==> config.mk <==
export PLATFORM = sky130hd
export DESIGN_NAME = start_screen_top
export DESIGN_NICKNAME = d
export VERILOG_FILES = /design/src/hw/start_screen_pkg.sv /design/src/hw/vga_if.sv /design/src/hw/frame_classify.sv /design/src/hw/glyph_hit.sv /design/src/hw/color_mux.sv /design/src/hw/start_screen_top.sv
export SDC_FILE = /design/constraint.sdc
export NUM_CORES = 1
export LEC_CHECK = 0
export CORE_MARGIN = 2
export CORE_UTILIZATION = 27
export DETAILED_ROUTE_END_ITERATION = 7
export DONT_BUFFER_PORTS = 1
export SLEW_MARGIN = 20
export SYNTH_ARGS = -nofsm -noshare
export SYNTH_HDL_FRONTEND = slang
export SYNTH_SLANG_ARGS = --single-unit
==> constraint.sdc <==
create_clock -name clk -period 5.88 [get_ports clk]
set_input_delay 0.294 -clock clk [delete_from_list [all_inputs] [get_ports clk]]
set_output_delay 0.294 -clock clk [all_outputs]
set_load 0.02 [all_outputs]
==> src/hw/start_screen_pkg.sv <==
`default_nettype none

package start_screen_pkg;

    localparam int COORD_W = 11;
    localparam int RGB_W   = 12;

    // Visible area
    localparam int H_PIXELS = 1024;
    localparam int V_PIXELS = 768;

    localparam logic [RGB_W-1:0] FRAME_COLOR = 12'hfff;
    localparam logic [RGB_W-1:0] BLACK       = 12'h000;

    localparam int N_TITLE   = 33;
    localparam int N_OUTLINE = 4;
    localparam int N_LABEL   = 18;

    // Each entry is top, bottom, left, right; all bounds exclusive
    localparam logic [COORD_W-1:0] TITLE_RECTS [N_TITLE][4] = '{
        // L
        '{60, 140, 302, 312},
        '{130, 140, 302, 342},
        // I
        '{60, 140, 352, 362},
        // N
        '{60, 140, 372, 382},
        '{60, 140, 412, 422},
        '{76, 92, 382, 392},
        '{92, 108, 392, 402},
        '{108, 124, 402, 412},
        // E
        '{60, 140, 432, 442},
        '{60, 70, 432, 472},
        '{130, 140, 432, 472},
        '{95, 105, 432, 462},
        // R
        '{60, 140, 522, 532},
        '{60, 70, 522, 542},
        '{70, 80, 542, 552},
        '{80, 100, 552, 562},
        '{100, 110, 542, 552},
        '{110, 120, 522, 542},
        '{120, 130, 542, 552},
        '{130, 140, 552, 562},
        // U
        '{60, 130, 572, 582},
        '{130, 140, 582, 612},
        '{60, 130, 612, 622},
        // S
        '{60, 70, 642, 662},
        '{70, 90, 632, 642},
        '{70, 80, 662, 672},
        '{90, 100, 642, 662},
        '{100, 130, 662, 672},
        '{130, 140, 642, 662},
        '{120, 130, 632, 642},
        // H
        '{60, 140, 682, 692},
        '{60, 140, 712, 722},
        '{95, 105, 682, 722}
    };

    // Start button border
    localparam logic [COORD_W-1:0] OUTLINE_RECTS [N_OUTLINE][4] = '{
        '{330, 335, 282, 742},
        '{330, 450, 282, 287},
        '{330, 450, 737, 742},
        '{445, 450, 282, 742}
    };

    localparam logic [COORD_W-1:0] LABEL_RECTS [N_LABEL][4] = '{
        // P
        '{350, 430, 422, 432},
        '{350, 360, 422, 442},
        '{360, 370, 442, 452},
        '{370, 390, 452, 462},
        '{390, 400, 442, 452},
        '{400, 410, 422, 442},
        '{410, 430, 422, 432},
        // L
        '{350, 430, 472, 482},
        '{420, 430, 472, 512},
        // A
        '{360, 430, 522, 532},
        '{360, 430, 552, 562},
        '{350, 360, 532, 552},
        '{380, 390, 522, 562},
        // Y
        '{350, 370, 572, 582},
        '{370, 380, 582, 592},
        '{380, 430, 592, 602},
        '{370, 380, 602, 612},
        '{350, 370, 612, 622}
    };

endpackage

`default_nettype wire

==> src/hw/vga_if.sv <==
`timescale 1ns/1ps
`default_nettype none

interface vga_if;

    logic [start_screen_pkg::COORD_W-1:0] hcount;
    logic [start_screen_pkg::COORD_W-1:0] vcount;
    logic                                 hsync;
    logic                                 vsync;
    logic                                 hblnk;
    logic                                 vblnk;

    // Producer side
    modport out (
        output hcount, vcount, hsync, vsync, hblnk, vblnk
    );

    modport in (
        input hcount, vcount, hsync, vsync, hblnk, vblnk
    );

endinterface

`default_nettype wire

==> src/hw/frame_classify.sv <==
`timescale 1ns/1ps
`default_nettype none

module frame_classify (
    input  logic                                 clk,
    input  logic                                 rst,
    input  logic [start_screen_pkg::COORD_W-1:0] hcount,
    input  logic [start_screen_pkg::COORD_W-1:0] vcount,
    input  logic                                 hsync,
    input  logic                                 vsync,
    input  logic                                 hblnk,
    input  logic                                 vblnk,
    vga_if.out                                   vga_out,
    output logic                                 is_blank,
    output logic                                 is_edge
);

    localparam int CW = start_screen_pkg::COORD_W;

    logic on_edge;

    // One pixel border of the visible area
    assign on_edge = (vcount == '0) ||
                     (vcount == CW'(start_screen_pkg::V_PIXELS - 1)) ||
                     (hcount == '0) ||
                     (hcount == CW'(start_screen_pkg::H_PIXELS - 1));

    always_ff @(posedge clk) begin
        if (rst) begin
            vga_out.hcount <= '0;
            vga_out.vcount <= '0;
            vga_out.hsync  <= 1'b0;
            vga_out.vsync  <= 1'b0;
            vga_out.hblnk  <= 1'b0;
            vga_out.vblnk  <= 1'b0;
            is_blank       <= 1'b0;
            is_edge        <= 1'b0;
        end else begin
            vga_out.hcount <= hcount;
            vga_out.vcount <= vcount;
            vga_out.hsync  <= hsync;
            vga_out.vsync  <= vsync;
            vga_out.hblnk  <= hblnk;
            vga_out.vblnk  <= vblnk;
            is_blank       <= hblnk || vblnk;
            is_edge        <= on_edge;
        end
    end

    // Timing generator must keep visible pixels on screen
    a_visible_range: assert property (@(posedge clk) disable iff (rst)
        !(hblnk || vblnk) |->
            (hcount < CW'(start_screen_pkg::H_PIXELS)) &&
            (vcount < CW'(start_screen_pkg::V_PIXELS)));

endmodule

`default_nettype wire

==> src/hw/glyph_hit.sv <==
`timescale 1ns/1ps
`default_nettype none

module glyph_hit (
    input  logic clk,
    input  logic rst,
    vga_if.in    vga_in,
    input  logic is_blank,
    input  logic is_edge,
    vga_if.out   vga_out,
    output logic blank_d,
    output logic edge_d,
    output logic hit_title,
    output logic hit_outline,
    output logic hit_label
);

    localparam int CW = start_screen_pkg::COORD_W;

    logic [start_screen_pkg::N_TITLE-1:0]   title_v;
    logic [start_screen_pkg::N_OUTLINE-1:0] outline_v;
    logic [start_screen_pkg::N_LABEL-1:0]   label_v;

    // Strict inside test, bounds excluded
    function automatic logic in_rect(
        input logic [CW-1:0] h,
        input logic [CW-1:0] v,
        input logic [CW-1:0] top,
        input logic [CW-1:0] bottom,
        input logic [CW-1:0] left,
        input logic [CW-1:0] right
    );
        return (v > top) && (v < bottom) && (h > left) && (h < right);
    endfunction

    for (genvar i = 0; i < start_screen_pkg::N_TITLE; i++) begin : g_title
        assign title_v[i] = in_rect(vga_in.hcount, vga_in.vcount,
                                    start_screen_pkg::TITLE_RECTS[i][0],
                                    start_screen_pkg::TITLE_RECTS[i][1],
                                    start_screen_pkg::TITLE_RECTS[i][2],
                                    start_screen_pkg::TITLE_RECTS[i][3]);
    end

    for (genvar i = 0; i < start_screen_pkg::N_OUTLINE; i++) begin : g_outline
        assign outline_v[i] = in_rect(vga_in.hcount, vga_in.vcount,
                                      start_screen_pkg::OUTLINE_RECTS[i][0],
                                      start_screen_pkg::OUTLINE_RECTS[i][1],
                                      start_screen_pkg::OUTLINE_RECTS[i][2],
                                      start_screen_pkg::OUTLINE_RECTS[i][3]);
    end

    for (genvar i = 0; i < start_screen_pkg::N_LABEL; i++) begin : g_label
        assign label_v[i] = in_rect(vga_in.hcount, vga_in.vcount,
                                    start_screen_pkg::LABEL_RECTS[i][0],
                                    start_screen_pkg::LABEL_RECTS[i][1],
                                    start_screen_pkg::LABEL_RECTS[i][2],
                                    start_screen_pkg::LABEL_RECTS[i][3]);
    end

    always_ff @(posedge clk) begin
        if (rst) begin
            vga_out.hcount <= '0;
            vga_out.vcount <= '0;
            vga_out.hsync  <= 1'b0;
            vga_out.vsync  <= 1'b0;
            vga_out.hblnk  <= 1'b0;
            vga_out.vblnk  <= 1'b0;
            blank_d        <= 1'b0;
            edge_d         <= 1'b0;
            hit_title      <= 1'b0;
            hit_outline    <= 1'b0;
            hit_label      <= 1'b0;
        end else begin
            vga_out.hcount <= vga_in.hcount;
            vga_out.vcount <= vga_in.vcount;
            vga_out.hsync  <= vga_in.hsync;
            vga_out.vsync  <= vga_in.vsync;
            vga_out.hblnk  <= vga_in.hblnk;
            vga_out.vblnk  <= vga_in.vblnk;
            blank_d        <= is_blank;
            edge_d         <= is_edge;
            hit_title      <= |title_v;
            hit_outline    <= |outline_v;
            hit_label      <= |label_v;
        end
    end

    // Label sits fully inside the button border
    a_no_overlap: assert property (@(posedge clk) disable iff (rst)
        !(hit_outline && hit_label));

endmodule

`default_nettype wire

==> src/hw/color_mux.sv <==
`timescale 1ns/1ps
`default_nettype none

module color_mux #(
    parameter logic [start_screen_pkg::RGB_W-1:0] TITLE_COLOR = 12'hf0f,
    parameter logic [start_screen_pkg::RGB_W-1:0] LABEL_COLOR = 12'hf0f
) (
    input  logic                               clk,
    input  logic                               rst,
    vga_if.in                                  vga_in,
    input  logic                               blank_d,
    input  logic                               edge_d,
    input  logic                               hit_title,
    input  logic                               hit_outline,
    input  logic                               hit_label,
    vga_if.out                                 vga_out,
    output logic [start_screen_pkg::RGB_W-1:0] rgb
);

    logic [start_screen_pkg::RGB_W-1:0] rgb_nxt;

    // Blanking wins over everything, then frame, then glyphs
    always_comb begin
        if (blank_d)
            rgb_nxt = start_screen_pkg::BLACK;
        else if (edge_d)
            rgb_nxt = start_screen_pkg::FRAME_COLOR;
        else if (hit_title)
            rgb_nxt = TITLE_COLOR;
        else if (hit_outline)
            rgb_nxt = start_screen_pkg::FRAME_COLOR;
        else if (hit_label)
            rgb_nxt = LABEL_COLOR;
        else
            rgb_nxt = start_screen_pkg::BLACK;
    end

    always_ff @(posedge clk) begin
        if (rst) begin
            vga_out.hcount <= '0;
            vga_out.vcount <= '0;
            vga_out.hsync  <= 1'b0;
            vga_out.vsync  <= 1'b0;
            vga_out.hblnk  <= 1'b0;
            vga_out.vblnk  <= 1'b0;
            rgb            <= '0;
        end else begin
            vga_out.hcount <= vga_in.hcount;
            vga_out.vcount <= vga_in.vcount;
            vga_out.hsync  <= vga_in.hsync;
            vga_out.vsync  <= vga_in.vsync;
            vga_out.hblnk  <= vga_in.hblnk;
            vga_out.vblnk  <= vga_in.vblnk;
            rgb            <= rgb_nxt;
        end
    end

    // Blank flag from stage one must still line up with the delayed timing
    a_black_in_blank: assert property (@(posedge clk) disable iff (rst)
        (vga_out.hblnk || vga_out.vblnk) |-> (rgb == start_screen_pkg::BLACK));

endmodule

`default_nettype wire

==> src/hw/start_screen_top.sv <==
`timescale 1ns/1ps
`default_nettype none

module start_screen_top #(
    parameter logic [start_screen_pkg::RGB_W-1:0] TITLE_COLOR = 12'hf0f,
    parameter logic [start_screen_pkg::RGB_W-1:0] LABEL_COLOR = 12'hf0f
) (
    input  logic                                 clk,
    input  logic                                 rst,
    input  logic [start_screen_pkg::COORD_W-1:0] hcount,
    input  logic [start_screen_pkg::COORD_W-1:0] vcount,
    input  logic                                 hsync,
    input  logic                                 vsync,
    input  logic                                 hblnk,
    input  logic                                 vblnk,
    output logic [start_screen_pkg::COORD_W-1:0] hcount_out,
    output logic [start_screen_pkg::COORD_W-1:0] vcount_out,
    output logic                                 hsync_out,
    output logic                                 vsync_out,
    output logic                                 hblnk_out,
    output logic                                 vblnk_out,
    output logic [start_screen_pkg::RGB_W-1:0]   rgb
);

    vga_if s1 ();
    vga_if s2 ();
    vga_if s3 ();

    logic is_blank;
    logic is_edge;
    logic blank_d;
    logic edge_d;
    logic hit_title;
    logic hit_outline;
    logic hit_label;

    frame_classify u_frame_classify (
        .clk      (clk),
        .rst      (rst),
        .hcount   (hcount),
        .vcount   (vcount),
        .hsync    (hsync),
        .vsync    (vsync),
        .hblnk    (hblnk),
        .vblnk    (vblnk),
        .vga_out  (s1.out),
        .is_blank (is_blank),
        .is_edge  (is_edge)
    );

    glyph_hit u_glyph_hit (
        .clk         (clk),
        .rst         (rst),
        .vga_in      (s1.in),
        .is_blank    (is_blank),
        .is_edge     (is_edge),
        .vga_out     (s2.out),
        .blank_d     (blank_d),
        .edge_d      (edge_d),
        .hit_title   (hit_title),
        .hit_outline (hit_outline),
        .hit_label   (hit_label)
    );

    color_mux #(
        .TITLE_COLOR (TITLE_COLOR),
        .LABEL_COLOR (LABEL_COLOR)
    ) u_color_mux (
        .clk         (clk),
        .rst         (rst),
        .vga_in      (s2.in),
        .blank_d     (blank_d),
        .edge_d      (edge_d),
        .hit_title   (hit_title),
        .hit_outline (hit_outline),
        .hit_label   (hit_label),
        .vga_out     (s3.out),
        .rgb         (rgb)
    );

    assign hcount_out = s3.hcount;
    assign vcount_out = s3.vcount;
    assign hsync_out  = s3.hsync;
    assign vsync_out  = s3.vsync;
    assign hblnk_out  = s3.hblnk;
    assign vblnk_out  = s3.vblnk;

endmodule

`default_nettype wire

==> results.sh <==
export IMPL_status="complete, no violations"
export IMPL_wire_per_inst_um=18.2
export IMPL_crit_family="flip-flops"
export IMPL_synth_edff_count=0
export IMPL_die_area_um2=18700
export IMPL_syn_to_final_growth_pct=6.94
export IMPL_cts_inserted_buffers=9
export IMPL_htree_num_levels=3
export IMPL_tightest_slew_ps=1070
export IMPL_hold_path_class="input pin to flip-flop"
export IMPL_start_util_pct=27.5
export IMPL_pre_cts_slack_ps=3320
export IMPL_multi_input_area_um2=2680
export IMPL_wl_met1_mm=6.19
export IMPL_vias=4270
export IMPL_setup_tns_ps=0
export IMPL_drc=0
export IMPL_holdBufCountCts=0
export IMPL_seqCellArea_um2=1740
export IMPL_drtIter0Drc=831
export IMPL_overflow=0
export IMPL_whs_ps=26.2
export IMPL_slew_violations=0
export IMPL_path_buf_inv=0
export IMPL_swShare_pct=26.4
export IMPL_switchingPower_w=0.000382
export IMPL_avgViaCountPerCell=5.73
export IMPL_synth_main_ff_cell="dfxtp_1"
export IMPL_clkLatencyLatePin_ps=340
export IMPL_synth_fp_nets=591
export IMPL_grt_pass1_vias=3856
export IMPL_antenna_found_initial=0
export IMPL_slowest_delay_ps=1020
export IMPL_maxCapViolations=0
export IMPL_slowest_stage="dfxtp_1"
export IMPL_power_leakage_nw=1.67
export IMPL_seqPwrFrac_pct=46.6
export IMPL_rows=48
export IMPL_io_buffers=0
export IMPL_dieHeight_um=137
export IMPL_post_cts_buffers=0
export IMPL_drive_gt1_share_pct=8.08
export IMPL_final_period_utilization_pct=46.1
export IMPL_wl_met3_mm=1.47
export IMPL_cts_root_buffer="clkbuf_16"
export IMPL_wl_met2_mm=5.52
export IMPL_core_area_um2=17300
export IMPL_cp_max_fo=33
export IMPL_period_minus_slack_ps=2710
export IMPL_p_int_w=0.00106
export IMPL_hpwl_mm=9.29
export IMPL_final_core_util_pct=29.4
export IMPL_path_clk_slew_ps=70
export IMPL_rsz0062_at_grt="no"
export IMPL_p_per_area_nw_per_um2=283
export IMPL_worst_slew_margin_rel_pct=28.7
export IMPL_clock_path_buffers=2
export IMPL_cp_arrival_ps=2910
export IMPL_gr_usage_all_layers_pct=14.3
export IMPL_ys_seq_area_share_pct=36.6
export IMPL_cts_tree="done"
export IMPL_cp_start_kind="flip-flop"
export IMPL_max_freq_mhz=369
export IMPL_combinationalPowerShare_pct=9.6
export IMPL_drt_total_wl_mm=13.6
export IMPL_grt_pass1_wl_mm=20.9
export IMPL_synth_avg_cell_area_um2=8.46
export IMPL_gp_congestion=1.00
export IMPL_setup_slack_ps=3170
export IMPL_fill_cells=1843
export IMPL_die_width_um=137
export IMPL_synth_seq_cells=87
export IMPL_synth_cell_type_count=78
export IMPL_grt_max_degree=87
export IMPL_p_clk_share_pct=43.8
export IMPL_async_flop_share_pct=0
export IMPL_first_pass_iters=5
export IMPL_yosys_warnings=0
export IMPL_cts_sinks=87
export IMPL_syn_area_um2=4760
export IMPL_setup_viol=0
export IMPL_fin_nets=543
export IMPL_cp_required_ps=6080
export IMPL_crit_chain="nor4bb_1, nand3_1, o211ai_1, o31ai_1, a2111oi_0, a41oi_1"
export IMPL_antenna_cells=0
export IMPL_io_pins=66
export IMPL_fin_skew_ps=11.1
export IMPL_synth_cells=563
export IMPL_highest_layer="met4"
export IMPL_finalHoldViolCount=0
export IMPL_cts_resized=0
export IMPL_cp_end_kind="flip-flop"
export IMPL_ir_drop_mv=0.158
export IMPL_drtAntennaViolNets=0
export IMPL_worst_setup_path_type="flip-flop to flip-flop"
==> worst paths after layout <==
kind	from	endpoint	slack (ps)	cells after the start
min reg2reg	u_glyph_hit.blank_d	u_color_mux.rgb[10]	420	1
max reg2reg	u_frame_classify.vga_out.hcount[3]	u_glyph_hit.hit_title	3170	6
min	rst	u_glyph_hit.vga_out.vsync	30	1
max	u_frame_classify.vga_out.hcount[3]	u_glyph_hit.hit_title	3170	6
==> area by class of cell <==
| class | instances | area share (%) |
|---|---|---|
| inverters | 9 | 0.663 |
| multi-input cells | 406 | 52.7 |
| repair buffers | 2 | 0.295 |
| well taps | 225 | 5.53 |
| clock buffers | 10 | 4.69 |
| clock inverters | 6 | 1.92 |
| flip-flops and latches | 87 | 34.2 |
==> state kept, by name, summed over array words and instances, names as in the netlist, 2 cells and up <==
register / cells
u_frame_classify.vga_out.vcount: 11
u_color_mux.vga_out.vcount: 11
u_glyph_hit.vga_out.vcount: 11
u_frame_classify.vga_out.hcount: 11
u_glyph_hit.vga_out.hcount: 11
u_color_mux.rgb: 2
u_color_mux.vga_out.hcount: 11
==> Yosys cell counts, drive strengths merged (5+ instances only) <==
cell,number,area share [%]
dfxtp,87,37
nor3b,6,1.2
nor4,14,2.1
nand2b,6,0.79
nand4,16,2.1
a211o,5,0.92
a31oi,9,1.2
clkbuf,21,1.7
a21oi,20,2.1
o2111ai,5,0.92
or4,6,1.1
buf,40,4.7
nor4b,5,1.7
o32ai,5,0.92
a2111oi,6,1.5
inv,9,0.71
nand3,17,1.8
and3,5,0.66
a211oi,6,0.95
o211ai,12,1.9
nor2,32,2.5
nor3,18,2.0
or2,8,1.1
o21ai,20,2.2
nand2,30,2.4
or3,7,0.92
o31ai,9,1.4
nor2b,75,9.9
and2,5,0.66
==> metal layers <==
layer	up-vias	GRT usage [%]
met3	43	3.37
met2	326	19.7
met4	0	5.27
li1	1976	-
met1	1925	21.2
met5	-	0
==> per-stage QoR <==
| stage | total power [W] | area [um2] | std cells |
|---|---|---|---|
| 3_3_place_gp | 0.000821 | 4760 | 729 |
| 5_1_grt | 0.00149 | 5090 | 745 |
| 6_report | 0.00144 | 5090 | 745 |
| 2_1_floorplan | 0.000792 | 4760 | 563 |
| 3_5_place_dp | 0.000817 | 4760 | 729 |
| 4_1_cts | 0.00145 | 5090 | 745 |
==> worst reg2reg max path, cell delays in order, from the launching register on <==
cell,delay (ps)
dfxtp_1,1020
nor4bb_1,480
nand3_1,120
o211ai_1,200
o31ai_1,130
a2111oi_0,460
a41oi_1,160
==> power by group through the flow <==
stage	sequential [W]	clock (W)	combinational, W
4_1_cts	0.000670	0.000648	0.000135
5_1_grt	0.000676	0.000667	0.000150
6_report	0.000672	0.000632	0.000139
2_1_floorplan	0.000643	0	0.000149
3_3_place_gp	0.000684	0	0.000137
3_5_place_dp	0.000683	0	0.000134
==> cells by family (layout without fill, tap and decap cells) <==
logic type | count (synthesis) | after routing | share of synthesized area, %
AO/OA/AOI/OAI | 138 | 138 | 21.8
multiplexers | 3 | 3 | 0.631
buffers and inverters | 70 | 27 | 7.09
XOR/XNOR | 3 | 3 | 0.552
AND/OR/NAND/NOR | 262 | 262 | 33.4
flip-flops | 87 | 87 | 36.6
==> layout by cell type, fill, tap and decap left out, drive strengths merged, types with 12 or more instances in the layout <==
cell	instances
nor2b	75
dfxtp	87
nor3	18
nand4	16
nor4	14
inv	12
o211ai	12
nor2	32
o21ai	20
a21oi	20
nand2	30
nand3	17
Note: power is estimated with default switching activity, not from simulation.
